File: config.mk
export PLATFORM = sky130hd
export DESIGN_NAME = i2s_multi_lane
export DESIGN_NICKNAME = d
export VERILOG_FILES = /design/src/source/i2s_pkg.sv /design/src/source/i2s_frame_timer.sv /design/src/source/i2s_lane.sv /design/src/source/i2s_rx_collector.sv /design/src/source/i2s_multi_lane.sv
export SDC_FILE = /design/constraint.sdc
export NUM_CORES = 1
export LEC_CHECK = 0
export ABC_CLOCK_PERIOD_IN_PS = 6200
export BUFFER_PORTS_ARGS = -buffer_cell sky130_fd_sc_hd__buf_4
export CORE_AREA = 8 8 168 170
export CTS_CLUSTER_DIAMETER = 80
export CTS_CLUSTER_SIZE = 14
export DETAILED_ROUTE_END_ITERATION = 12
export DIE_AREA = 0 0 176 178
export GPL_TIMING_DRIVEN = 0
export PLACE_DENSITY_LB_ADDON = 0.2
export SLEW_MARGIN = 25
export SYNTH_ARGS = -nofsm -noshare
export SYNTH_HDL_FRONTEND = slang
export SYNTH_SLANG_ARGS = --single-unit
File: constraint.sdc
create_clock -name clk -period 6.2 [get_ports clk]
set_input_delay 0 -clock clk [delete_from_list [all_inputs] [get_ports clk]]
set_output_delay 0 -clock clk [all_outputs]
set_load 0.05 [all_outputs]
File: src/source/i2s_pkg.sv
// i2s_pkg: clock-ratio and lane constants, tx frame, lane strobe and rx word structs

package i2s_pkg;

  // lanes sharing one bck and one lrck
  localparam int NUM_LANES = 4;
  localparam int LANE_W    = 2;

  // clocks per bck period, bits per lrck frame
  localparam int BCK_DIV    = 25;
  localparam int FRAME_BITS = 64;
  localparam int HALF_BITS  = FRAME_BITS / 2;

  // bck rises at CNT_RISE, falls at CNT_FULL
  // shift register loads one clock before the fall
  localparam int CNT_FULL = BCK_DIV - 1;
  localparam int CNT_RISE = BCK_DIV / 2;
  localparam int CNT_LOAD = BCK_DIV - 2;

  localparam int CLK_CNT_W = $clog2(BCK_DIV);
  localparam int BIT_CNT_W = $clog2(FRAME_BITS);

  // tx sample width, rx capture one bit wider for rounding
  localparam int TX_BITS = 16;
  localparam int RX_BITS = TX_BITS + 1;

  // shift counter must reach RX_BITS
  localparam int SHIFT_CNT_W = $clog2(RX_BITS + 1);

  // one lane's stereo pair, left sent first
  typedef struct packed {
    logic [TX_BITS-1:0] left;
    logic [TX_BITS-1:0] right;
  } tx_frame_t;

  // single-cycle timing pulses, same for every lane
  typedef struct packed {
    logic load_left;
    logic load_right;
    logic shift;
    logic bit_out;
    logic rx_take;
  } lane_strobe_t;

  // collector output word
  typedef struct packed {
    logic [LANE_W-1:0]  lane;
    logic [TX_BITS-1:0] data;
  } rx_word_t;

endpackage

File: src/source/i2s_frame_timer.sv
// i2s_frame_timer: bit and word counters, bck and lrck, lane strobes and tx request
`timescale 1ns/1ps

module i2s_frame_timer (
  input  logic                  clk,
  input  logic                  arst_n,
  output logic                  bck,
  output logic                  lrck,
  output i2s_pkg::lane_strobe_t strobe,
  output logic                  tx_req
);

  import i2s_pkg::*;

  logic [CLK_CNT_W-1:0] clk_cnt;
  logic [BIT_CNT_W-1:0] bit_cnt;
  logic                 clk_full;
  logic                 clk_rise;
  logic                 clk_load;
  logic                 bit_last;
  logic                 bit_half;
  logic                 bit_zero;
  logic                 in_comm;
  logic                 comm_d;

  // clock count decodes
  assign clk_full = (clk_cnt == CLK_CNT_W'(CNT_FULL));
  assign clk_rise = (clk_cnt == CLK_CNT_W'(CNT_RISE));
  assign clk_load = (clk_cnt == CLK_CNT_W'(CNT_LOAD));

  // bit count decodes
  assign bit_last = (bit_cnt == BIT_CNT_W'(FRAME_BITS - 1));
  assign bit_half = (bit_cnt == BIT_CNT_W'(HALF_BITS - 1));
  assign bit_zero = (bit_cnt == '0);

  // communication windows, RX_BITS long at the start of each half
  assign in_comm = (bit_cnt < BIT_CNT_W'(RX_BITS)) ||
                   ((bit_cnt >= BIT_CNT_W'(HALF_BITS)) &&
                    (bit_cnt < BIT_CNT_W'(HALF_BITS + RX_BITS)));

  // clock counter, one bck period
  always_ff @(posedge clk or negedge arst_n) begin
    if (!arst_n) begin
      clk_cnt <= '0;
    end else if (clk_full) begin
      clk_cnt <= '0;
    end else begin
      clk_cnt <= clk_cnt + 1'b1;
    end
  end

  // bit counter, one lrck frame
  always_ff @(posedge clk or negedge arst_n) begin
    if (!arst_n) begin
      bit_cnt <= '0;
    end else if (clk_full) begin
      if (bit_last) begin
        bit_cnt <= '0;
      end else begin
        bit_cnt <= bit_cnt + 1'b1;
      end
    end
  end

  // bck low from the fall point to mid bit
  always_ff @(posedge clk or negedge arst_n) begin
    if (!arst_n) begin
      bck <= 1'b0;
    end else if (clk_full) begin
      bck <= 1'b0;
    end else if (clk_rise) begin
      bck <= 1'b1;
    end
  end

  // lrck toggles together with a bck fall
  // low = left half, high = right half
  always_ff @(posedge clk or negedge arst_n) begin
    if (!arst_n) begin
      lrck <= 1'b0;
    end else if (clk_full && bit_last) begin
      lrck <= 1'b0;
    end else if (clk_full && bit_half) begin
      lrck <= 1'b1;
    end
  end

  // window delayed one bit so shifting trails the mosi bits
  always_ff @(posedge clk or negedge arst_n) begin
    if (!arst_n) begin
      comm_d <= 1'b0;
    end else if (clk_full) begin
      comm_d <= in_comm;
    end
  end

  // lane strobes, decoded straight from the counters
  always_comb begin
    strobe.load_left  = bit_zero && clk_load;
    strobe.load_right = bit_half && clk_load;
    strobe.shift      = comm_d && clk_rise;
    strobe.bit_out    = clk_full;
    // left slot complete at mid frame
    strobe.rx_take    = bit_half && clk_rise;
  end

  // next frame's data wanted once right has been loaded
  always_ff @(posedge clk or negedge arst_n) begin
    if (!arst_n) begin
      tx_req <= 1'b0;
    end else begin
      tx_req <= strobe.load_right;
    end
  end

endmodule

File: src/source/i2s_lane.sv
// i2s_lane: one lane's shift register, mosi driver, miso synchronizer and rx rounding
`timescale 1ns/1ps

module i2s_lane (
  input  logic                        clk,
  input  logic                        arst_n,
  input  i2s_pkg::lane_strobe_t       strobe,
  input  i2s_pkg::tx_frame_t          tx_frame,
  input  logic                        miso,
  output logic                        mosi,
  output logic [i2s_pkg::TX_BITS-1:0] rx_sample,
  output logic                        rx_valid
);

  import i2s_pkg::*;

  logic                   miso_d;
  logic [RX_BITS-1:0]     sfr;
  logic [SHIFT_CNT_W-1:0] shift_cnt;
  logic                   active;
  logic                   lead;
  logic                   loading;
  logic [TX_BITS-1:0]     rounded;

  assign loading = strobe.load_left || strobe.load_right;

  // miso sync, one flop
  always_ff @(posedge clk) begin
    miso_d <= miso;
  end

  // tx sample plus one pad bit, rx bits enter at the bottom
  always_ff @(posedge clk) begin
    if (strobe.load_left) begin
      sfr <= {tx_frame.left, 1'b0};
    end else if (strobe.load_right) begin
      sfr <= {tx_frame.right, 1'b0};
    end else if (strobe.shift) begin
      sfr <= {sfr[RX_BITS-2:0], miso_d};
    end
  end

  // active from a load to the seventeenth shift
  // right load comes one bit early, lead masks that bit
  always_ff @(posedge clk or negedge arst_n) begin
    if (!arst_n) begin
      shift_cnt <= '0;
      active    <= 1'b0;
      lead      <= 1'b0;
    end else if (loading) begin
      shift_cnt <= '0;
      active    <= 1'b1;
      lead      <= strobe.load_right;
    end else begin
      if (strobe.shift && active) begin
        shift_cnt <= shift_cnt + 1'b1;
        if (shift_cnt == SHIFT_CNT_W'(RX_BITS - 1)) begin
          active <= 1'b0;
        end
      end
      if (strobe.bit_out) begin
        lead <= 1'b0;
      end
    end
  end

  // mosi updates on bck fall only, low outside the window
  always_ff @(posedge clk or negedge arst_n) begin
    if (!arst_n) begin
      mosi <= 1'b0;
    end else if (strobe.bit_out) begin
      mosi <= (active && !lead) ? sfr[RX_BITS-1] : 1'b0;
    end
  end

  // negative words round up by the dropped lsb
  assign rounded = sfr[RX_BITS-1] ? sfr[RX_BITS-1:1] + TX_BITS'(sfr[0])
                                  : sfr[RX_BITS-1:1];

  always_ff @(posedge clk) begin
    if (strobe.rx_take) begin
      rx_sample <= rounded;
    end
  end

  // valid alongside the registered sample
  always_ff @(posedge clk or negedge arst_n) begin
    if (!arst_n) begin
      rx_valid <= 1'b0;
    end else begin
      rx_valid <= strobe.rx_take;
    end
  end

endmodule

File: src/source/i2s_rx_collector.sv
// i2s_rx_collector: latch every lane's rx sample and emit them one lane per cycle
`timescale 1ns/1ps

module i2s_rx_collector (
  input  logic                        clk,
  input  logic                        arst_n,
  input  logic [i2s_pkg::TX_BITS-1:0] lane_sample [i2s_pkg::NUM_LANES],
  input  logic                        lane_valid,
  output i2s_pkg::rx_word_t           rx_out,
  output logic                        rx_out_valid
);

  import i2s_pkg::*;

  logic [TX_BITS-1:0] held [NUM_LANES];
  logic [LANE_W-1:0]  idx;
  logic               busy;
  logic               last;

  assign last = (idx == LANE_W'(NUM_LANES - 1));

  // snapshot of all lanes, taken in one cycle
  always_ff @(posedge clk) begin
    if (lane_valid) begin
      for (int i = 0; i < NUM_LANES; i++) begin
        held[i] <= lane_sample[i];
      end
    end
  end

  // drain counter
  // new capture restarts at lane 0
  always_ff @(posedge clk or negedge arst_n) begin
    if (!arst_n) begin
      busy <= 1'b0;
      idx  <= '0;
    end else if (lane_valid) begin
      busy <= 1'b1;
      idx  <= '0;
    end else if (busy) begin
      if (last) begin
        busy <= 1'b0;
        idx  <= '0;
      end else begin
        idx <= idx + 1'b1;
      end
    end
  end

  // output mux, valid while draining
  always_comb begin
    rx_out.lane  = idx;
    rx_out.data  = held[idx];
    rx_out_valid = busy;
  end

endmodule

File: src/source/i2s_multi_lane.sv
// i2s_multi_lane: top level with frame timer, lane array and rx collector
`timescale 1ns/1ps

module i2s_multi_lane (
  input  logic                          clk,
  input  logic                          arst_n,
  input  i2s_pkg::tx_frame_t            tx_data [i2s_pkg::NUM_LANES],
  output logic                          tx_req,
  output logic                          bck,
  output logic                          lrck,
  output logic [i2s_pkg::NUM_LANES-1:0] mosi,
  input  logic [i2s_pkg::NUM_LANES-1:0] miso,
  output i2s_pkg::rx_word_t             rx_out,
  output logic                          rx_out_valid
);

  import i2s_pkg::*;

  lane_strobe_t         strobe;
  logic [TX_BITS-1:0]   lane_sample [NUM_LANES];
  logic [NUM_LANES-1:0] lane_valid;

  // shared timing for every lane
  i2s_frame_timer u_timer (
    .clk    (clk),
    .arst_n (arst_n),
    .bck    (bck),
    .lrck   (lrck),
    .strobe (strobe),
    .tx_req (tx_req)
  );

  // lanes run in lockstep off the same strobes
  for (genvar i = 0; i < NUM_LANES; i++) begin : g_lane
    i2s_lane u_lane (
      .clk       (clk),
      .arst_n    (arst_n),
      .strobe    (strobe),
      .tx_frame  (tx_data[i]),
      .miso      (miso[i]),
      .mosi      (mosi[i]),
      .rx_sample (lane_sample[i]),
      .rx_valid  (lane_valid[i])
    );
  end

  // lane 0 valid stands for all lanes
  i2s_rx_collector u_collector (
    .clk          (clk),
    .arst_n       (arst_n),
    .lane_sample  (lane_sample),
    .lane_valid   (lane_valid[0]),
    .rx_out       (rx_out),
    .rx_out_valid (rx_out_valid)
  );

endmodule

## Yosys cells after proc, flatten, opt, wreduce, memory -nomap -nowiden

Memory sizes are Yosys's and may differ from the RTL's.
Index checks and enable logic that the tools add are counted.

- Bits of input ports: 134
- Bits in writable memories: 64
- Memories kept: 1
- Logic and storage cells: 160
- Flip-flop bits (word level): 184

- Muxes and demuxes: 56
- Equality and inequality tests: 10
- Add/subtract/negate cells: 11
- Reduce and logical (&&, ||, !) cells: 37
- Magnitude comparators: 3

Memories:

| name | depth | bits a word | rd ports | clocked after memory_dff | write ports | RTL line | RTL |
|---|---|---|---|---|---|---|---|
| u_collector.held | 4 | 16 | 1 | 0 | 4 | i2s_rx_collector.sv:15 | `logic [TX_BITS-1:0] held [NUM_LANES];` |

Operators with widths:

| cell | number |
|---|---|
| $mux 17 | 12 |
| $add 16x1->16 | 4 |
| $mux 15 | 4 |
| $mux 5 | 9 |
| $eq 5x5->1 const B | 6 |
| $mux 1 | 27 |
| $add 5x1->5 const B | 5 |
| $reduce_bool 2->1 | 12 |
| $logic_and 1x1->1 | 15 |
| $reduce_and 2->1 | 4 |
| $add 6x1->6 const B | 1 |
| $eq 6x5->1 const B | 1 |
| $eq 6x6->1 const B | 1 |
| $ge 6x6->1 const B | 1 |
| $logic_not 6->1 | 1 |
| $lt 6x5->1 const B | 1 |
| $lt 6x6->1 const B | 1 |
| $mux 2 | 3 |
| $mux 6 | 1 |
| $eq 5x4->1 const B | 1 |
| $reduce_bool 3->1 | 1 |
| $add 2x1->2 const B | 1 |
| $eq 2x2->1 const B | 1 |
| $logic_or 1x1->1 | 2 |
| 2 further kinds | 2 |

## Longest topological paths before layout

- Depth in word-level cells: 5
- Depth in mapped cells: 8
- Gate-level depth less buffers: 6

## By module

A second synthesis with hierarchy kept.

- Cell total of the unflattened synthesis: 897
- Area, all modules: 11567.3 um2

Modules (own cells, without submodules):

| module | cells each | area each (um2) | instances | sequential area each (um2) |
|---|---|---|---|---|
| i2s_lane (g_lane[1].u_lane ...) | 179 | 2058.2 | 3 | 1226.2 |
| i2s_rx_collector | 95 | 2493.6 | 1 | 1996.9 |
| i2s_lane (g_lane[0].u_lane) | 188 | 2115.8 | 1 | 1226.2 |
| i2s_frame_timer | 77 | 783.3 | 1 | 375.4 |

## Worst setup path before layout

No wires, ideal clock.

- Kind: reg2reg
- Start: register u_timer.clk_cnt[0]
- End: register g_lane[0].u_lane.sfr[10] (enable)
- Cell stages (with the launch flop): 7
- Period minus slack after synthesis: 6.370 ns
- Setup time: 0.574 ns
- Data required time: 5.626 ns
- Slack: -0.170 ns
- Path buffers: 2
- Data arrival time: 5.796 ns
- Path through: dfrtp_1 > ha_1 > nand4b_4 > or2_1 > buf_6 > clkbuf_1 > o21ai_0

- Word-level cells in the longest chain between the ends: 3
- Elaborated cells between the ends (all ways): 6
- Classes of those cells: 2 x eq/ne; 4 x reduce/logical

RTL lines:

| item | RTL line | RTL |
|---|---|---|
| start: declaration | i2s_frame_timer.sv:15 | `logic [CLK_CNT_W-1:0] clk_cnt;` |
| start signal: assignment | i2s_frame_timer.sv:48 | `clk_cnt <= clk_cnt + 1'b1;` |
| $eq 5x4->1 / $eq 5x5->1 (equally long branches) | i2s_frame_timer.sv:28, i2s_frame_timer.sv:29 |  |
| $logic_and 1x1->1 (on tied branches) | i2s_frame_timer.sv:101, i2s_frame_timer.sv:99, i2s_frame_timer.sv:100 |  |
| $reduce_bool 3->1 (no line) (*) | n/a |  |
| end signal: assignment | i2s_lane.sv:35 | `sfr <= {tx_frame.left, 1'b0};` |
| end signal: assignment | i2s_lane.sv:37 | `sfr <= {tx_frame.right, 1'b0};` |
| end signal: assignment | i2s_lane.sv:39 | `sfr <= {sfr[RX_BITS-2:0], miso_d};` |
| end: declaration | i2s_lane.sv:18 | `logic [RX_BITS-1:0] sfr;` |

Every way passes the cells marked *; elsewhere a longest branch is shown, timed or not.
A chain may end at the register's enable or synchronous reset.

## Final worst setup path

- Start: register u_timer.clk_cnt[0]
- End: register g_lane[2].u_lane.sfr[15] (enable)

- Word-level cells in the longest chain between the ends: 3
- Elaborated cells between the ends (all ways): 6
- Classes of those cells: 2 x eq/ne; 4 x reduce/logical

RTL lines:

| item | RTL line |
|---|---|
| $eq 5x4->1 / $eq 5x5->1 (equally long branches) | i2s_frame_timer.sv:28, i2s_frame_timer.sv:29 |
| $logic_and 1x1->1 (on tied branches) | i2s_frame_timer.sv:101, i2s_frame_timer.sv:99, i2s_frame_timer.sv:100 |
| $reduce_bool 3->1 (no line) (*) | n/a |
| end signal: assignment | i2s_lane.sv:35 |
| end signal: assignment | i2s_lane.sv:37 |
| end signal: assignment | i2s_lane.sv:39 |
| end: declaration | i2s_lane.sv:18 |

Marked as above.

==> metrics.md <==
| Metric | Value |
|---|---|
| Rel. slew slack | `51.8%` |
| CP Buf/Inv Count | `5` |
| Share of cells above drive strength 1 | `21.5%` |
| Core area | `0.0256 mm^2` |
| Root buf cell | `clkbuf_16` |
| H-tree depth | `1` |
| CTS Buf Count | `21` |
| Synth Register Bits | `248` |
| Top-area cell type share of the netlist area | `51.3%` |
| Die Wd | `176 um` |
| Postcts setup bufs | `0` |
| Via count | `8176` |
| RSZ-0062 raised after global routing | `false` |
| R2R setup slack | `3.24 ns` |
| WL final | `29100 um` |
| DRC Markers | `0` |
| HPWL after DPL | `20700 um` |
| Nets | `1363` |
| RD Place Congestion | `0.816` |
| GRT overflow | `0` |
| Post-synthesis cell type count | `52` |
| Post-route insts no fill | `1558` |
| Slowest stage delay, CP | `0.59 ns` |
| Leakage | `5.27 nW` |
| Worst setup SP type | `flop` |
| Status | `complete, no violations` |
| Post-Syn Nets | `1037` |
| Delay-heaviest family, CP | `buffers and inverters` |
| Vias/cell | `5.25` |
| Clock slew at reported path FFs | `0.07 ns` |
| Pin count of the biggest net entering global routing | `49` |
| WP data required | `6.41 ns` |
| Synth Warn # | `0` |
| Clock skew | `0.0138 ns` |
| Die area | `0.0313 mm^2` |
| Pwr dens | `210 mW/mm^2` |
| ANT nets after route | `0` |
| Synth async-reset ratio | `19.4%` |
| Filler cells | `2108` |
| Post-synth EDFFs | `192` |
| Cells along the critical path | `ha_1 > nand4b_4 > or2_1 > buf_6 > clkbuf_1 > o21ai_4 > buf_16 > buf_16 > buf_16` |
| CTS tree | `done` |
| Layout area overhead | `33.2%` |
| Fmax | `338 MHz` |
| Synth cell count leaders | `edfxtp_1 (192), nand2_1 (126), o21ai_0 (69)` |
| Util after Layout | `58.5%` |
| Hold Crit Class | `input port to asynchronous set/reset pin` |
| Clock Latency Late Sink | `0.50 ns` |
| Top cell type by total area after synthesis | `edfxtp_1` |
| Global-route usage over all layers | `18.2%` |
| Row cnt | `59` |
| Multi-input gate area | `0.00377 mm^2` |
| Syn Area/Cell | `12.8 um^2` |
| WL per Instance | `18.6 um` |
| First-pass GRT wire length | `44800 um` |
| Setup crit end kind | `flop` |
| Die height | `178 um` |
| Tightest Pin Transition | `0.720 ns` |
| Worst vdd ir | `0.000162 V` |
| Syn Inst Count | `881` |
| Final Max Tran Viols | `0` |
| Crit path time final | `2.96 ns` |
| Router iterations before antenna repair | `5` |
| Final Cycle Share | `47.7%` |
| # IOs | `160` |
| Vias in the first global route | `8325` |
| Initial Util | `43.9%` |
| Inst Count DP | `1387` |
| Top post-synthesis cells by area | `edfxtp_1 (51%), dfrtp_1 (11%), a22oi_1 (4.2%), nand2_1 (4.2%), xnor2_1 (3.9%)` |
| Maximum buffer depth of the clock tree | `3` |
| Final hold violations | `0` |
| Most common cell in the synthesized netlist | `edfxtp_1` |
| Initial antenna violation count | `2` |
| 1st-iter DRT viols | `587` |
| Clock net sink count | `248` |
| Setup violators final | `0` |
| Worst-path fanout max | `18` |
| Kind of critical path | `flop to flop` |
| Cell area after synthesis | `0.0112 mm^2` |
| Register area share after synthesis | `63.4%` |
| CP arrival | `3.17 ns` |
| Main synth FF type | `edfxtp_1` |
| CP most frequent cell | `buf_16` |
| Max Cap Viol | `0` |
| Critical path's slowest cell | `o21ai_4` |
| Reg area | `0.00713 mm^2` |
| Fin Hold WS | `0.0770 ns` |
| Port buffer count | `159` |
state kept, by name (all words and copies together) (netlist names), 2 cells and up:
signal and count:
u_timer.clk_cnt 5, u_timer.bit_cnt 6, g_lane.u_lane.shift_cnt 20, g_lane.u_lane.rx_sample 64, g_lane.u_lane.mosi 4, g_lane.u_lane.active 4, u_collector.held 64, g_lane.u_lane.sfr 68
u_collector.idx 2, g_lane.u_lane.miso_d 4
layout make-up:
| class | count | share of cell area, % |
|---|---|---|
| clock buffer | 36 | 3.88 |
| inverter | 17 | 0.426 |
| buffer | 53 | 2.00 |
| clock inverter | 1 | 0.200 |
| antenna | 2 | 0.0334 |
| tap | 335 | 2.80 |
| sequential | 248 | 47.6 |
| multi-input combinational | 563 | 25.2 |
| timing repair buffer | 303 | 17.9 |
layer usage:
metal / part of all wire (%) / global-route usage, % / vias to the layer above
li1: - / - / 3915
met1: 43 / 23.8 / 4006
met2: 49 / 30.4 / 212
met3: 5.3 / 3.28 / 43
met4: 2.5 / 5.79 / 0
met5: 0 / 0 / -
power breakdown:
group          total [mW]  internal (mW)  switching (mW)
Sequential           1.78           1.77         0.00288
Combinational       0.125         0.0877          0.0374
Clock                1.24          0.677           0.562
Total                3.14           2.54           0.602
cell usage in the layout (no fill, tap or decap), drive strengths merged, types with 23 or more instances in the layout:
cell | netlist | routed
buf | 36 | 207
edfxtp | 192 | 192
dlygate4sd3 | 0 | 132
nand2 | 126 | 126
o21ai | 78 | 78
a22oi | 63 | 63
clkbuf | 17 | 53
nor2 | 51 | 51
xnor2 | 50 | 50
dfrtp | 48 | 48
xor2 | 23 | 23
worst paths after layout:
| path | startpoint | endpoint | cells after the start |
|---|---|---|---|
| setup reg to reg | u_timer.clk_cnt[0]$_DFF_PN0_ | g_lane[2].u_lane.sfr[15]$_DFFE_PP_ | 9 |
| min in group clk | miso[2] | g_lane[2].u_lane.miso_d$_DFF_P_ | 2 |
| hold reg to reg | g_lane[0].u_lane.rx_sample[14]$_DFFE_PP_ | u_collector.held[0][14]$_DFFE_PP_ | 0 |
| max in group asynchronous | arst_n | g_lane[0].u_lane.rx_valid$_DFF_PN0_ | 2 |
| hold / removal | arst_n | u_collector.rx_out_valid$_DFF_PN0_ | 2 |
| setup / recovery | u_timer.clk_cnt[0]$_DFF_PN0_ | g_lane[2].u_lane.sfr[15]$_DFFE_PP_ | 9 |
metrics by stage:
stage	setup slack, ns	cell area (um^2)	total power [mW]	TNS, ns
global placement	-2.19	12900	1.90	-146.54
CTS	3.24	15000	3.17	0
global route	3.07	15000	3.24	0
detailed placement	3.23	13000	1.90	0
floorplan	0.150	11200	1.82	0
finish	3.24	15000	3.14	0
kinds of logic (layout without fill, tap and decap cells):
kind of cell | Yosys count | count (layout) | share of synthesized area [%]
other | 0 | 2 | 0
adders and majority gates | 22 | 22 | 2.45
muxes | 29 | 29 | 4.43
DFF | 248 | 248 | 63.4
and+or+nand+nor | 270 | 270 | 11.3
xor gates and xnor gates | 73 | 73 | 5.69
buffers and inverters | 70 | 410 | 3.24
AOI/OAI and AO/OA | 169 | 169 | 9.51
what timing repair did:
action,CTS,global route
gates resized for setup,0,0
hold endpoints to repair,116,0
hold buffers,132,0
worst register-to-register path, stage by stage, from the launching register on:
cell and delay (ns):
dfrtp_1 0.39, ha_1 0.28, nand4b_4 0.17, or2_1 0.25, buf_6 0.15, clkbuf_1 0.25
o21ai_4 0.59, buf_16 0.25, buf_16 0.18, buf_16 0.17
No activity file was read; power rests on OpenSTA's default activity.
